===== src/hdl/FpFormatPkg.sv =====
/*
 * Single-precision (binary32) format only. Widths are fixed localparams.
 * Flag and class encodings follow the RISC-V F extension.
 */
package FpFormatPkg;

    // ------------------------------------------------------------------
    // widths
    // ------------------------------------------------------------------
    localparam int EXPONENT_WIDTH = 8;
    localparam int FRACTION_WIDTH = 23;
    localparam int FP_WIDTH = 1 + EXPONENT_WIDTH + FRACTION_WIDTH;
    localparam int WORD_WIDTH = 32;    // integer register width.
    localparam int FFLAGS_WIDTH = 5;
    localparam int CLASS_WIDTH = 10;

    typedef logic [WORD_WIDTH-1:0] word_t;
    typedef logic [FP_WIDTH-1:0] fpWord_t;
    typedef logic [EXPONENT_WIDTH-1:0] expField_t;
    typedef logic [FRACTION_WIDTH-1:0] fracField_t;
    typedef logic [FFLAGS_WIDTH-1:0] fflags_t;    // {NV, DZ, OF, UF, NX}.
    typedef logic [CLASS_WIDTH-1:0] fpClass_t;

    // flag bit positions.
    localparam int FFLAG_NV = 4;

    // FCLASS bit positions, in RISC-V order.
    localparam int CLASS_NEG_INF = 0;
    localparam int CLASS_NEG_NORMAL = 1;
    localparam int CLASS_NEG_SUBNORMAL = 2;
    localparam int CLASS_NEG_ZERO = 3;
    localparam int CLASS_POS_ZERO = 4;
    localparam int CLASS_POS_SUBNORMAL = 5;
    localparam int CLASS_POS_NORMAL = 6;
    localparam int CLASS_POS_INF = 7;
    localparam int CLASS_SNAN = 8;
    localparam int CLASS_QNAN = 9;

    localparam fpWord_t CANONICAL_NAN = 32'h7fc00000;

    // operand split into fields plus its category.
    typedef struct packed {
        logic sign;
        expField_t exponent;
        fracField_t fraction;
        logic isZero;
        logic isSubnormal;
        logic isInf;
        logic isNaN;
        logic isSignalingNaN;
    } FpOperand;

endpackage


===== src/hdl/FpOpPkg.sv =====
/*
 * Operation encodings for the non-rounding FP functions only.
 * No FMA, divide or square root commands exist here.
 */
package FpOpPkg;

    // ------------------------------------------------------------------
    // sub-units and commands
    // ------------------------------------------------------------------
    typedef enum logic [1:0] {
        FpSubUnitType_Move,
        FpSubUnitType_Classifier,
        FpSubUnitType_Sign,
        FpSubUnitType_Comparator
    } FpSubUnitType;

    typedef enum logic {
        FpMoveCmd_ToInt,    // FMV.X.W.
        FpMoveCmd_ToFp      // FMV.W.X.
    } FpMoveCmd;

    typedef enum logic [1:0] {
        FpSignCmd_Inject,
        FpSignCmd_InjectNeg,
        FpSignCmd_InjectXor
    } FpSignCmd;

    typedef enum logic [2:0] {
        FpCmpCmd_Eq,
        FpCmpCmd_Lt,
        FpCmpCmd_Le,
        FpCmpCmd_Min,
        FpCmpCmd_Max
    } FpCmpCmd;

    // ------------------------------------------------------------------
    // pipeline payloads
    // ------------------------------------------------------------------
    typedef struct packed {
        FpSubUnitType unit;
        FpMoveCmd moveCmd;
        FpSignCmd signCmd;
        FpCmpCmd cmpCmd;
        FpFormatPkg::word_t intSrc1;
        FpFormatPkg::fpWord_t fpSrc1;
        FpFormatPkg::fpWord_t fpSrc2;
    } FpIssue;

    typedef struct packed {
        FpIssue issue;
        FpFormatPkg::FpOperand op1;
        FpFormatPkg::FpOperand op2;
    } FpDecoded;

    typedef struct packed {
        FpFormatPkg::word_t intResult;
        FpFormatPkg::fpWord_t fpResult;
        logic writeFlags;
        FpFormatPkg::fflags_t writeFlagsValue;
    } FpResult;

endpackage


===== src/hdl/FpOperandStage.sv =====
/*
 * Captures one issued op per enable strobe, one clock latency.
 * flush wins over enable at the same edge. Payload is not reset.
 */
`timescale 1ns/100ps

module FpOperandStage (
    input  logic              clk,
    input  logic              arstN,
    input  logic              enable,
    input  logic              flush,
    input  FpOpPkg::FpIssue   issue,
    output FpOpPkg::FpDecoded decoded,
    output logic              decodedValid
);
    import FpFormatPkg::*;
    import FpOpPkg::*;

    FpDecoded decodedNext;
    logic capture;

    // split a float word into fields and category bits.
    function automatic FpOperand decodeOperand(input fpWord_t word);
        FpOperand op;
        logic expZero;
        logic expOnes;
        logic fracZero;
        op.sign = word[FP_WIDTH-1];
        op.exponent = word[FP_WIDTH-2 -: EXPONENT_WIDTH];
        op.fraction = word[FRACTION_WIDTH-1:0];
        expZero = (op.exponent == '0);
        expOnes = (op.exponent == '1);
        fracZero = (op.fraction == '0);
        op.isZero = expZero && fracZero;
        op.isSubnormal = expZero && !fracZero;
        op.isInf = expOnes && fracZero;
        op.isNaN = expOnes && !fracZero;
        // quiet bit is the fraction MSB.
        op.isSignalingNaN = op.isNaN && !op.fraction[FRACTION_WIDTH-1];
        return op;
    endfunction

    assign capture = enable && !flush;

    always_comb begin
        decodedNext.issue = issue;
        decodedNext.op1 = decodeOperand(issue.fpSrc1);
        decodedNext.op2 = decodeOperand(issue.fpSrc2);
    end

    always_ff @(posedge clk or negedge arstN) begin
        if (!arstN) begin
            decodedValid <= 1'b0;
        end else begin
            decodedValid <= capture;
        end
    end

    always_ff @(posedge clk) begin
        if (capture) begin
            decoded <= decodedNext;
        end
    end

    // a flushed edge neither validates nor loads an op in this stage.
    assert property (@(posedge clk) disable iff (!arstN)
                     flush |=> !decodedValid && $stable(decoded))
        else $error("operand stage took an op at a flushed edge.");

endmodule


===== src/hdl/FpClassifier.sv =====
/*
 * FCLASS on operand 1. Purely combinational.
 * Mask is the ten-bit RISC-V class, zero-extended later.
 */
`timescale 1ns/100ps

module FpClassifier (
    input  FpOpPkg::FpDecoded     decoded,
    output FpFormatPkg::fpClass_t classMask
);
    import FpFormatPkg::*;

    FpOperand op;
    logic isNormal;

    assign op = decoded.op1;
    assign isNormal = !(op.isZero || op.isSubnormal || op.isInf || op.isNaN);

    always_comb begin
        classMask = '0;
        classMask[CLASS_NEG_INF] = op.sign && op.isInf;
        classMask[CLASS_NEG_NORMAL] = op.sign && isNormal;
        classMask[CLASS_NEG_SUBNORMAL] = op.sign && op.isSubnormal;
        classMask[CLASS_NEG_ZERO] = op.sign && op.isZero;
        classMask[CLASS_POS_ZERO] = !op.sign && op.isZero;
        classMask[CLASS_POS_SUBNORMAL] = !op.sign && op.isSubnormal;
        classMask[CLASS_POS_NORMAL] = !op.sign && isNormal;
        classMask[CLASS_POS_INF] = !op.sign && op.isInf;
        // NaN sign is ignored.
        classMask[CLASS_SNAN] = op.isSignalingNaN;
        classMask[CLASS_QNAN] = op.isNaN && !op.isSignalingNaN;
    end

    // category bits from the operand stage must be mutually exclusive.
    always_comb begin
        assert ($isunknown(classMask) || $onehot(classMask))
            else $error("FCLASS mask is not one-hot: %b.", classMask);
    end

endmodule


===== src/hdl/FpComparator.sv =====
/*
 * FEQ/FLT/FLE and FMIN/FMAX, combinational. Only NV is ever raised.
 * FEQ is a quiet compare; FLT and FLE signal on any NaN.
 */
`timescale 1ns/100ps

module FpComparator (
    input  FpOpPkg::FpDecoded    decoded,
    output FpFormatPkg::word_t   cmpInt,
    output FpFormatPkg::fpWord_t cmpFp,
    output FpFormatPkg::fflags_t cmpFlags
);
    import FpFormatPkg::*;
    import FpOpPkg::*;

    FpOperand op1;
    FpOperand op2;
    fpWord_t src1;
    fpWord_t src2;
    logic anyNaN;
    logic anySNaN;
    logic bothZero;
    logic mag1Less;        // |op1| < |op2|.
    logic mag2Less;        // |op2| < |op1|.
    logic isEqual;
    logic isLess;          // zeros compare equal here.
    logic isLessSigned;    // -0 below +0, for min/max.
    fpWord_t minMaxPick;

    assign op1 = decoded.op1;
    assign op2 = decoded.op2;
    assign src1 = decoded.issue.fpSrc1;
    assign src2 = decoded.issue.fpSrc2;

    assign anyNaN = op1.isNaN || op2.isNaN;
    assign anySNaN = op1.isSignalingNaN || op2.isSignalingNaN;
    assign bothZero = op1.isZero && op2.isZero;
    assign mag1Less = {op1.exponent, op1.fraction} < {op2.exponent, op2.fraction};
    assign mag2Less = {op2.exponent, op2.fraction} < {op1.exponent, op1.fraction};
    assign isEqual = bothZero || (src1 == src2);
    assign isLessSigned = isLess || (bothZero && op1.sign && !op2.sign);

    always_comb begin
        if (bothZero) begin
            isLess = 1'b0;
        end else if (op1.sign != op2.sign) begin
            isLess = op1.sign;    // negative side is smaller.
        end else if (op1.sign) begin
            isLess = mag2Less;    // both negative, larger magnitude is smaller.
        end else begin
            isLess = mag1Less;
        end
    end

    // ------------------------------------------------------------------
    // result selection
    // ------------------------------------------------------------------
    always_comb begin
        if (op1.isNaN && op2.isNaN) begin
            minMaxPick = CANONICAL_NAN;
        end else if (op1.isNaN) begin
            minMaxPick = src2;
        end else if (op2.isNaN) begin
            minMaxPick = src1;
        end else if (decoded.issue.cmpCmd == FpCmpCmd_Min) begin
            minMaxPick = isLessSigned ? src1 : src2;
        end else begin
            minMaxPick = isLessSigned ? src2 : src1;
        end
    end

    always_comb begin
        cmpInt = '0;
        cmpFp = '0;
        cmpFlags = '0;
        case (decoded.issue.cmpCmd)
            FpCmpCmd_Eq: begin
                cmpInt[0] = isEqual && !anyNaN;
                cmpFlags[FFLAG_NV] = anySNaN;
            end
            FpCmpCmd_Lt: begin
                cmpInt[0] = isLess && !anyNaN;
                cmpFlags[FFLAG_NV] = anyNaN;
            end
            FpCmpCmd_Le: begin
                cmpInt[0] = (isLess || isEqual) && !anyNaN;
                cmpFlags[FFLAG_NV] = anyNaN;
            end
            FpCmpCmd_Min, FpCmpCmd_Max: begin
                cmpFp = minMaxPick;
                cmpFlags[FFLAG_NV] = anySNaN;
            end
            default: cmpFlags = '0;
        endcase
    end

endmodule


===== src/hdl/FpResultStage.sv =====
/*
 * Final register stage. No back-pressure, so the result is valid
 * only in the done cycle. writeFlags drops whenever done is low.
 */
`timescale 1ns/100ps

module FpResultStage (
    input  logic                  clk,
    input  logic                  arstN,
    input  logic                  flush,
    input  FpOpPkg::FpDecoded     decoded,
    input  logic                  decodedValid,
    input  FpFormatPkg::fpClass_t classMask,
    input  FpFormatPkg::word_t    cmpInt,
    input  FpFormatPkg::fpWord_t  cmpFp,
    input  FpFormatPkg::fflags_t  cmpFlags,
    output FpOpPkg::FpResult      result,
    output logic                  done
);
    import FpFormatPkg::*;
    import FpOpPkg::*;

    FpResult resultNext;
    logic injectedSign;
    logic retire;

    assign retire = decodedValid && !flush;

    always_comb begin
        case (decoded.issue.signCmd)
            FpSignCmd_Inject: injectedSign = decoded.op2.sign;
            FpSignCmd_InjectNeg: injectedSign = !decoded.op2.sign;
            default: injectedSign = decoded.op1.sign ^ decoded.op2.sign;
        endcase
    end

    // ------------------------------------------------------------------
    // select by sub-unit
    // ------------------------------------------------------------------
    always_comb begin
        resultNext = '0;
        case (decoded.issue.unit)
            FpSubUnitType_Move: begin
                if (decoded.issue.moveCmd == FpMoveCmd_ToInt) begin
                    resultNext.intResult = decoded.issue.fpSrc1;    // raw bits.
                end else begin
                    resultNext.fpResult = decoded.issue.intSrc1;
                end
            end
            FpSubUnitType_Classifier: resultNext.intResult = word_t'(classMask);
            FpSubUnitType_Sign: begin
                resultNext.fpResult = {injectedSign, decoded.op1.exponent,
                                       decoded.op1.fraction};
            end
            default: begin    // comparator.
                resultNext.intResult = cmpInt;
                resultNext.fpResult = cmpFp;
                resultNext.writeFlags = 1'b1;
                resultNext.writeFlagsValue = cmpFlags;
            end
        endcase
    end

    always_ff @(posedge clk or negedge arstN) begin
        if (!arstN) begin
            result <= '0;
            done <= 1'b0;
        end else begin
            done <= retire;
            if (retire) begin
                result <= resultNext;
            end else begin
                result.writeFlags <= 1'b0;
            end
        end
    end

    // flags are written only in a done cycle, and only by a compare op.
    assert property (@(posedge clk) disable iff (!arstN)
                     result.writeFlags |-> done
                     && $past(decoded.issue.unit) == FpSubUnitType_Comparator)
        else $error("writeFlags high outside a comparator done.");

endmodule


===== src/hdl/FpUnit.sv =====
/*
 * Non-rounding single-precision FP unit. Fixed two-clock latency,
 * one op per cycle, flush cancels everything in flight.
 */
`timescale 1ns/100ps

module FpUnit (
    input  logic             clk,
    input  logic             arstN,
    input  logic             enable,
    input  logic             flush,
    input  FpOpPkg::FpIssue  issue,
    output FpOpPkg::FpResult result,
    output logic             done
);
    import FpFormatPkg::*;
    import FpOpPkg::*;

    FpDecoded decoded;
    logic decodedValid;
    fpClass_t classMask;
    word_t cmpInt;
    fpWord_t cmpFp;
    fflags_t cmpFlags;

    // ------------------------------------------------------------------
    // input side
    // ------------------------------------------------------------------
    FpOperandStage u_FpOperandStage (
        .clk(clk),
        .arstN(arstN),
        .enable(enable),
        .flush(flush),
        .issue(issue),
        .decoded(decoded),
        .decodedValid(decodedValid)
    );

    FpClassifier u_FpClassifier (.decoded(decoded), .classMask(classMask));

    FpComparator u_FpComparator (
        .decoded(decoded),
        .cmpInt(cmpInt),
        .cmpFp(cmpFp),
        .cmpFlags(cmpFlags)
    );

    // ------------------------------------------------------------------
    // output side
    // ------------------------------------------------------------------
    FpResultStage u_FpResultStage (
        .clk(clk),
        .arstN(arstN),
        .flush(flush),
        .decoded(decoded),
        .decodedValid(decodedValid),
        .classMask(classMask),
        .cmpInt(cmpInt),
        .cmpFp(cmpFp),
        .cmpFlags(cmpFlags),
        .result(result),
        .done(done)
    );

endmodule


===== config.mk =====
export PLATFORM = sky130hd
export DESIGN_NAME = FpUnit
export DESIGN_NICKNAME = d
export VERILOG_FILES = /design/src/hdl/FpFormatPkg.sv /design/src/hdl/FpOpPkg.sv /design/src/hdl/FpOperandStage.sv /design/src/hdl/FpClassifier.sv /design/src/hdl/FpComparator.sv /design/src/hdl/FpResultStage.sv /design/src/hdl/FpUnit.sv
export SDC_FILE = /design/constraint.sdc
export NUM_CORES = 1
export LEC_CHECK = 0
export BUFFER_PORTS_ARGS = -buffer_cell sky130_fd_sc_hd__buf_2
export CORE_MARGIN = 3
export CORE_UTILIZATION = 59
export CTS_CLUSTER_SIZE = 40
export DETAILED_ROUTE_END_ITERATION = 10
export GPL_TIMING_DRIVEN = 0
export PLACE_DENSITY = 0.86
export SYNTH_ARGS = -nofsm -noshare
export SYNTH_HDL_FRONTEND = slang
export SYNTH_SLANG_ARGS = --single-unit

===== constraint.sdc =====
create_clock -name clk -period 5.69 [get_ports clk]
set_input_delay 1.707 -clock clk [delete_from_list [all_inputs] [get_ports clk]]
set_output_delay 1.707 -clock clk [all_outputs]
set_load 0.02 [all_outputs]

==> results.sh <==
export IMPL_globalRouteOverflowTotal=0
export IMPL_synth_area_leader_cell="edfxtp_1"
export IMPL_number_of_enable_flip_flop_cells_after_synthesis=112
export IMPL_finalSetupViolCount=0
export IMPL_crit_fanout=10
export IMPL_rsz0062_at_grt="no"
export IMPL_syn_mean_instance_area_um2=11.23
export IMPL_cts_hold_buf=0
export IMPL_grt_usage_pct=29.56
export IMPL_tightest_slew_ns=0.9460
export IMPL_synth_ff_type="edfxtp_1"
export IMPL_core_area_mm2=0.01351
export IMPL_routed_wl_um=23350
export IMPL_diodes=0
export IMPL_run_status="finished clean"
export IMPL_wire_per_inst_um=20.68
export IMPL_max_slew_margin_pct=36.93
export IMPL_die_area_mm2=0.01555
export IMPL_netlist_top_cells_count="edfxtp_1, nand2_1, o21ai_0"
export IMPL_port_buffers=174
export IMPL_path_clk_slew_ns=0.07
export IMPL_post_synth_top_count_cell="edfxtp_1"
export IMPL_async_reset_ff_share_pct=37.78
export IMPL_power_switching_w=0.0009134
export IMPL_dr_pass1_iters=8
export IMPL_finalWorstPathRequiredPeriod_ns=3.464
export IMPL_synth_area_top_cells="edfxtp_1, dfrtp_1, ha_1"
export IMPL_slew_violations=0
export IMPL_fin_area_mm2=0.01004
export IMPL_start_util_pct=61.54
export IMPL_fmax_ghz=0.2886
export IMPL_power_internal_w=0.002314
export IMPL_number_of_antenna_violations_at_the_first_check_in_global_routing=0
export IMPL_power_share_clock_pct=34.1
export IMPL_post_cts_setup_driven_buffer_insertion_count=0
export IMPL_cts_resized_gates=0
export IMPL_synth_ff_latch_count=180
export IMPL_finalWeightedCongestion=0.8982
export IMPL_power_combinational_fraction_pct=15.9
export IMPL_fin_setup_tns_ns=0
export IMPL_dieHeight_um=124.7
export IMPL_final_min_period_over_clock_period_pct=60.89
export IMPL_setup_worst_path_end_class="register"
export IMPL_rows=42
export IMPL_area_delta_synth_final_pct=20.85
export IMPL_power_density_mw_per_mm2=321.3
export IMPL_i_o_pin_count=179
export IMPL_cts_tree="yes"
export IMPL_ctsLongestPathBuffers=2
export IMPL_drt_antenna_violating_nets=0
export IMPL_fin_total_pwr_w=0.003227
export IMPL_die_w_um=124.7
export IMPL_h_tree_depth=4
export IMPL_p_sw_share_pct=28.30
export IMPL_category_of_the_critical_setup_timing_path="reg -> reg"
export IMPL_avgViaCountPerCell=6.290
export IMPL_cts_root_buffer_cell="clkbuf_16"
export IMPL_vdd_drop_max_mv=0.2823
export IMPL_hold_violations=0
export IMPL_seq_power_share_pct=49.9
export IMPL_synthesis_area_mm2=0.008312
export IMPL_clkSinkCount=180
export IMPL_netlist_instances=740
export IMPL_detailed_place_hpwl_um=16680
export IMPL_critical_path_required_ns=5.96
export IMPL_placed_cell_area_mm2=0.009484
export IMPL_timing_hold_worst_class="reg -> reg"
export IMPL_grt_pass1_vias=6796
export IMPL_grt_max_degree=69
export IMPL_timing_critical_path_from_type="register"
export IMPL_vias=7101
export IMPL_grt_pass1_wl_um=35890
export IMPL_synthDistinctLibCells=46
export IMPL_final_net_count=1081
export IMPL_cts_buffers_inserted=17
export IMPL_critical_path_arrival_ns=3.73
export IMPL_power_leakage_nw=4.254
export IMPL_synth_sequential_area_ratio_pct=60.94
export IMPL_synth_top_area_share_pct=40.46
export IMPL_max_cap_violations=0
export IMPL_share_of_post_route_cells_with_drive_strength_above_1_pct=23.61
export IMPL_drc=0
export IMPL_clk_latency_ns=0.43
export IMPL_initialDrtViolationCount=940
export IMPL_ys_warn_count=0
export IMPL_clock_skew_final_ns=0.008343
==> critical path, stage by stage, from the launching register on <==
cell	delay, ns
edfxtp_1	0.35
clkbuf_1	0.41
inv_1	0.17
ha_1	0.39
or2_2	0.32
o22ai_1	0.27
o2111a_1	0.37
nor3_4	0.09
nor3_4	0.41
buf_2	0.32
o311ai_0	0.20
==> kinds of logic (layout without fill, tap and decap cells) <==
family                   after synthesis  count (layout)  synth area share, %
buffers and inverters                 94             304                4.561
AO/OA/AOI/OAI                        194             194                15.91
XOR/XNOR                               1               1               0.1054
flip-flops                           180             180                60.94
adder cells (fa/ha/maj)               33              33                4.968
AND/OR/NAND/NOR                      237             237                13.47
other                                  1               4              0.04512
==> cells in the final DEF (no fill, tap or decap), types with 11 or more instances in the layout <==
cell type | synthesis | layout
nand2_1 | 91 | 91
clkbuf_1 | 37 | 38
a221o_1 | 24 | 24
nor2_1 | 54 | 54
o311ai_1 | 15 | 15
o21ai_0 | 82 | 82
clkbuf_16 | 0 | 17
buf_2 | 3 | 176
inv_1 | 46 | 46
a21oi_1 | 18 | 18
nand4_1 | 12 | 12
edfxtp_1 | 112 | 112
ha_1 | 33 | 33
a221oi_1 | 14 | 14
nor4_1 | 18 | 18
o22ai_1 | 11 | 11
dfrtp_1 | 68 | 68
nand3_1 | 29 | 29
==> cell type report <==
class | count | area (µm²)
buffer | 47 | 202.7
clock buffer | 19 | 442.9
clock inverter | 13 | 110.1
fill | 919 | 3461
inverter | 47 | 176.4
multi-input combinational | 469 | 2887
sequential | 180 | 5065
tap | 176 | 220.2
timing repair buffer | 178 | 940.9
==> layer usage <==
| layer | wire (µm) | track usage, % |
|---|---|---|
| met5 | 0 | 0 |
| met4 | 731 | 12.64 |
| met3 | 2898 | 8.062 |
| met2 | 10910 | 46.31 |
| met1 | 8812 | 39.06 |
==> metrics by stage <==
| step | setup WS [ns] | hold WS, ns | std cells | utilization (%) |
|---|---|---|---|---|
| CTS | 2.265 | 0.4652 | 1128 | 74.32 |
| global route | 2.085 | 0.4806 | 1129 | 74.37 |
| detailed placement | 2.125 | 0.4510 | 1096 | 70.22 |
| floorplan | 0.6095 | 0.5135 | 743 | - |
| finish | 2.226 | 0.4613 | 1129 | 74.37 |
| global placement | -0.6333 | 0.4434 | 1093 | 69.72 |
==> state kept, by name, summed over array words and instances, names as in the netlist <==
signal	count
u_FpResultStage.result	66
u_FpResultStage.done	1
u_FpOperandStage.decodedValid	1
u_FpOperandStage.decoded	112
==> power groups by stage <==
stage	Combinational, W	Sequential (W)	Clock, W
floorplan	0.000217	0.00169	0
global placement	0.000483	0.00163	0
detailed placement	0.000505	0.00163	0
CTS	0.000510	0.00161	0.00110
global route	0.000556	0.00162	0.00116
finish	0.000515	0.00161	0.00110
==> final timing paths <==
| check | depth (start not counted) | to | slack [ns] | from |
|---|---|---|---|---|
| max reg2reg | 10 | u_FpResultStage.result[16] | 2.23 | u_FpOperandStage.decoded[73] |
| max | 10 | u_FpResultStage.result[16] | 2.23 | u_FpOperandStage.decoded[73] |
| min | 2 | u_FpResultStage.result[55] | 0.46 | u_FpResultStage.result[55] |
| min in group asynchronous | 1 | u_FpResultStage.result[51] | 1.40 | arstN |
| min reg2reg | 2 | u_FpResultStage.result[55] | 0.46 | u_FpResultStage.result[55] |
| max in group asynchronous | 1 | u_FpResultStage.result[42] | 3.65 | arstN |
Power figures use the tool's default switching activity.
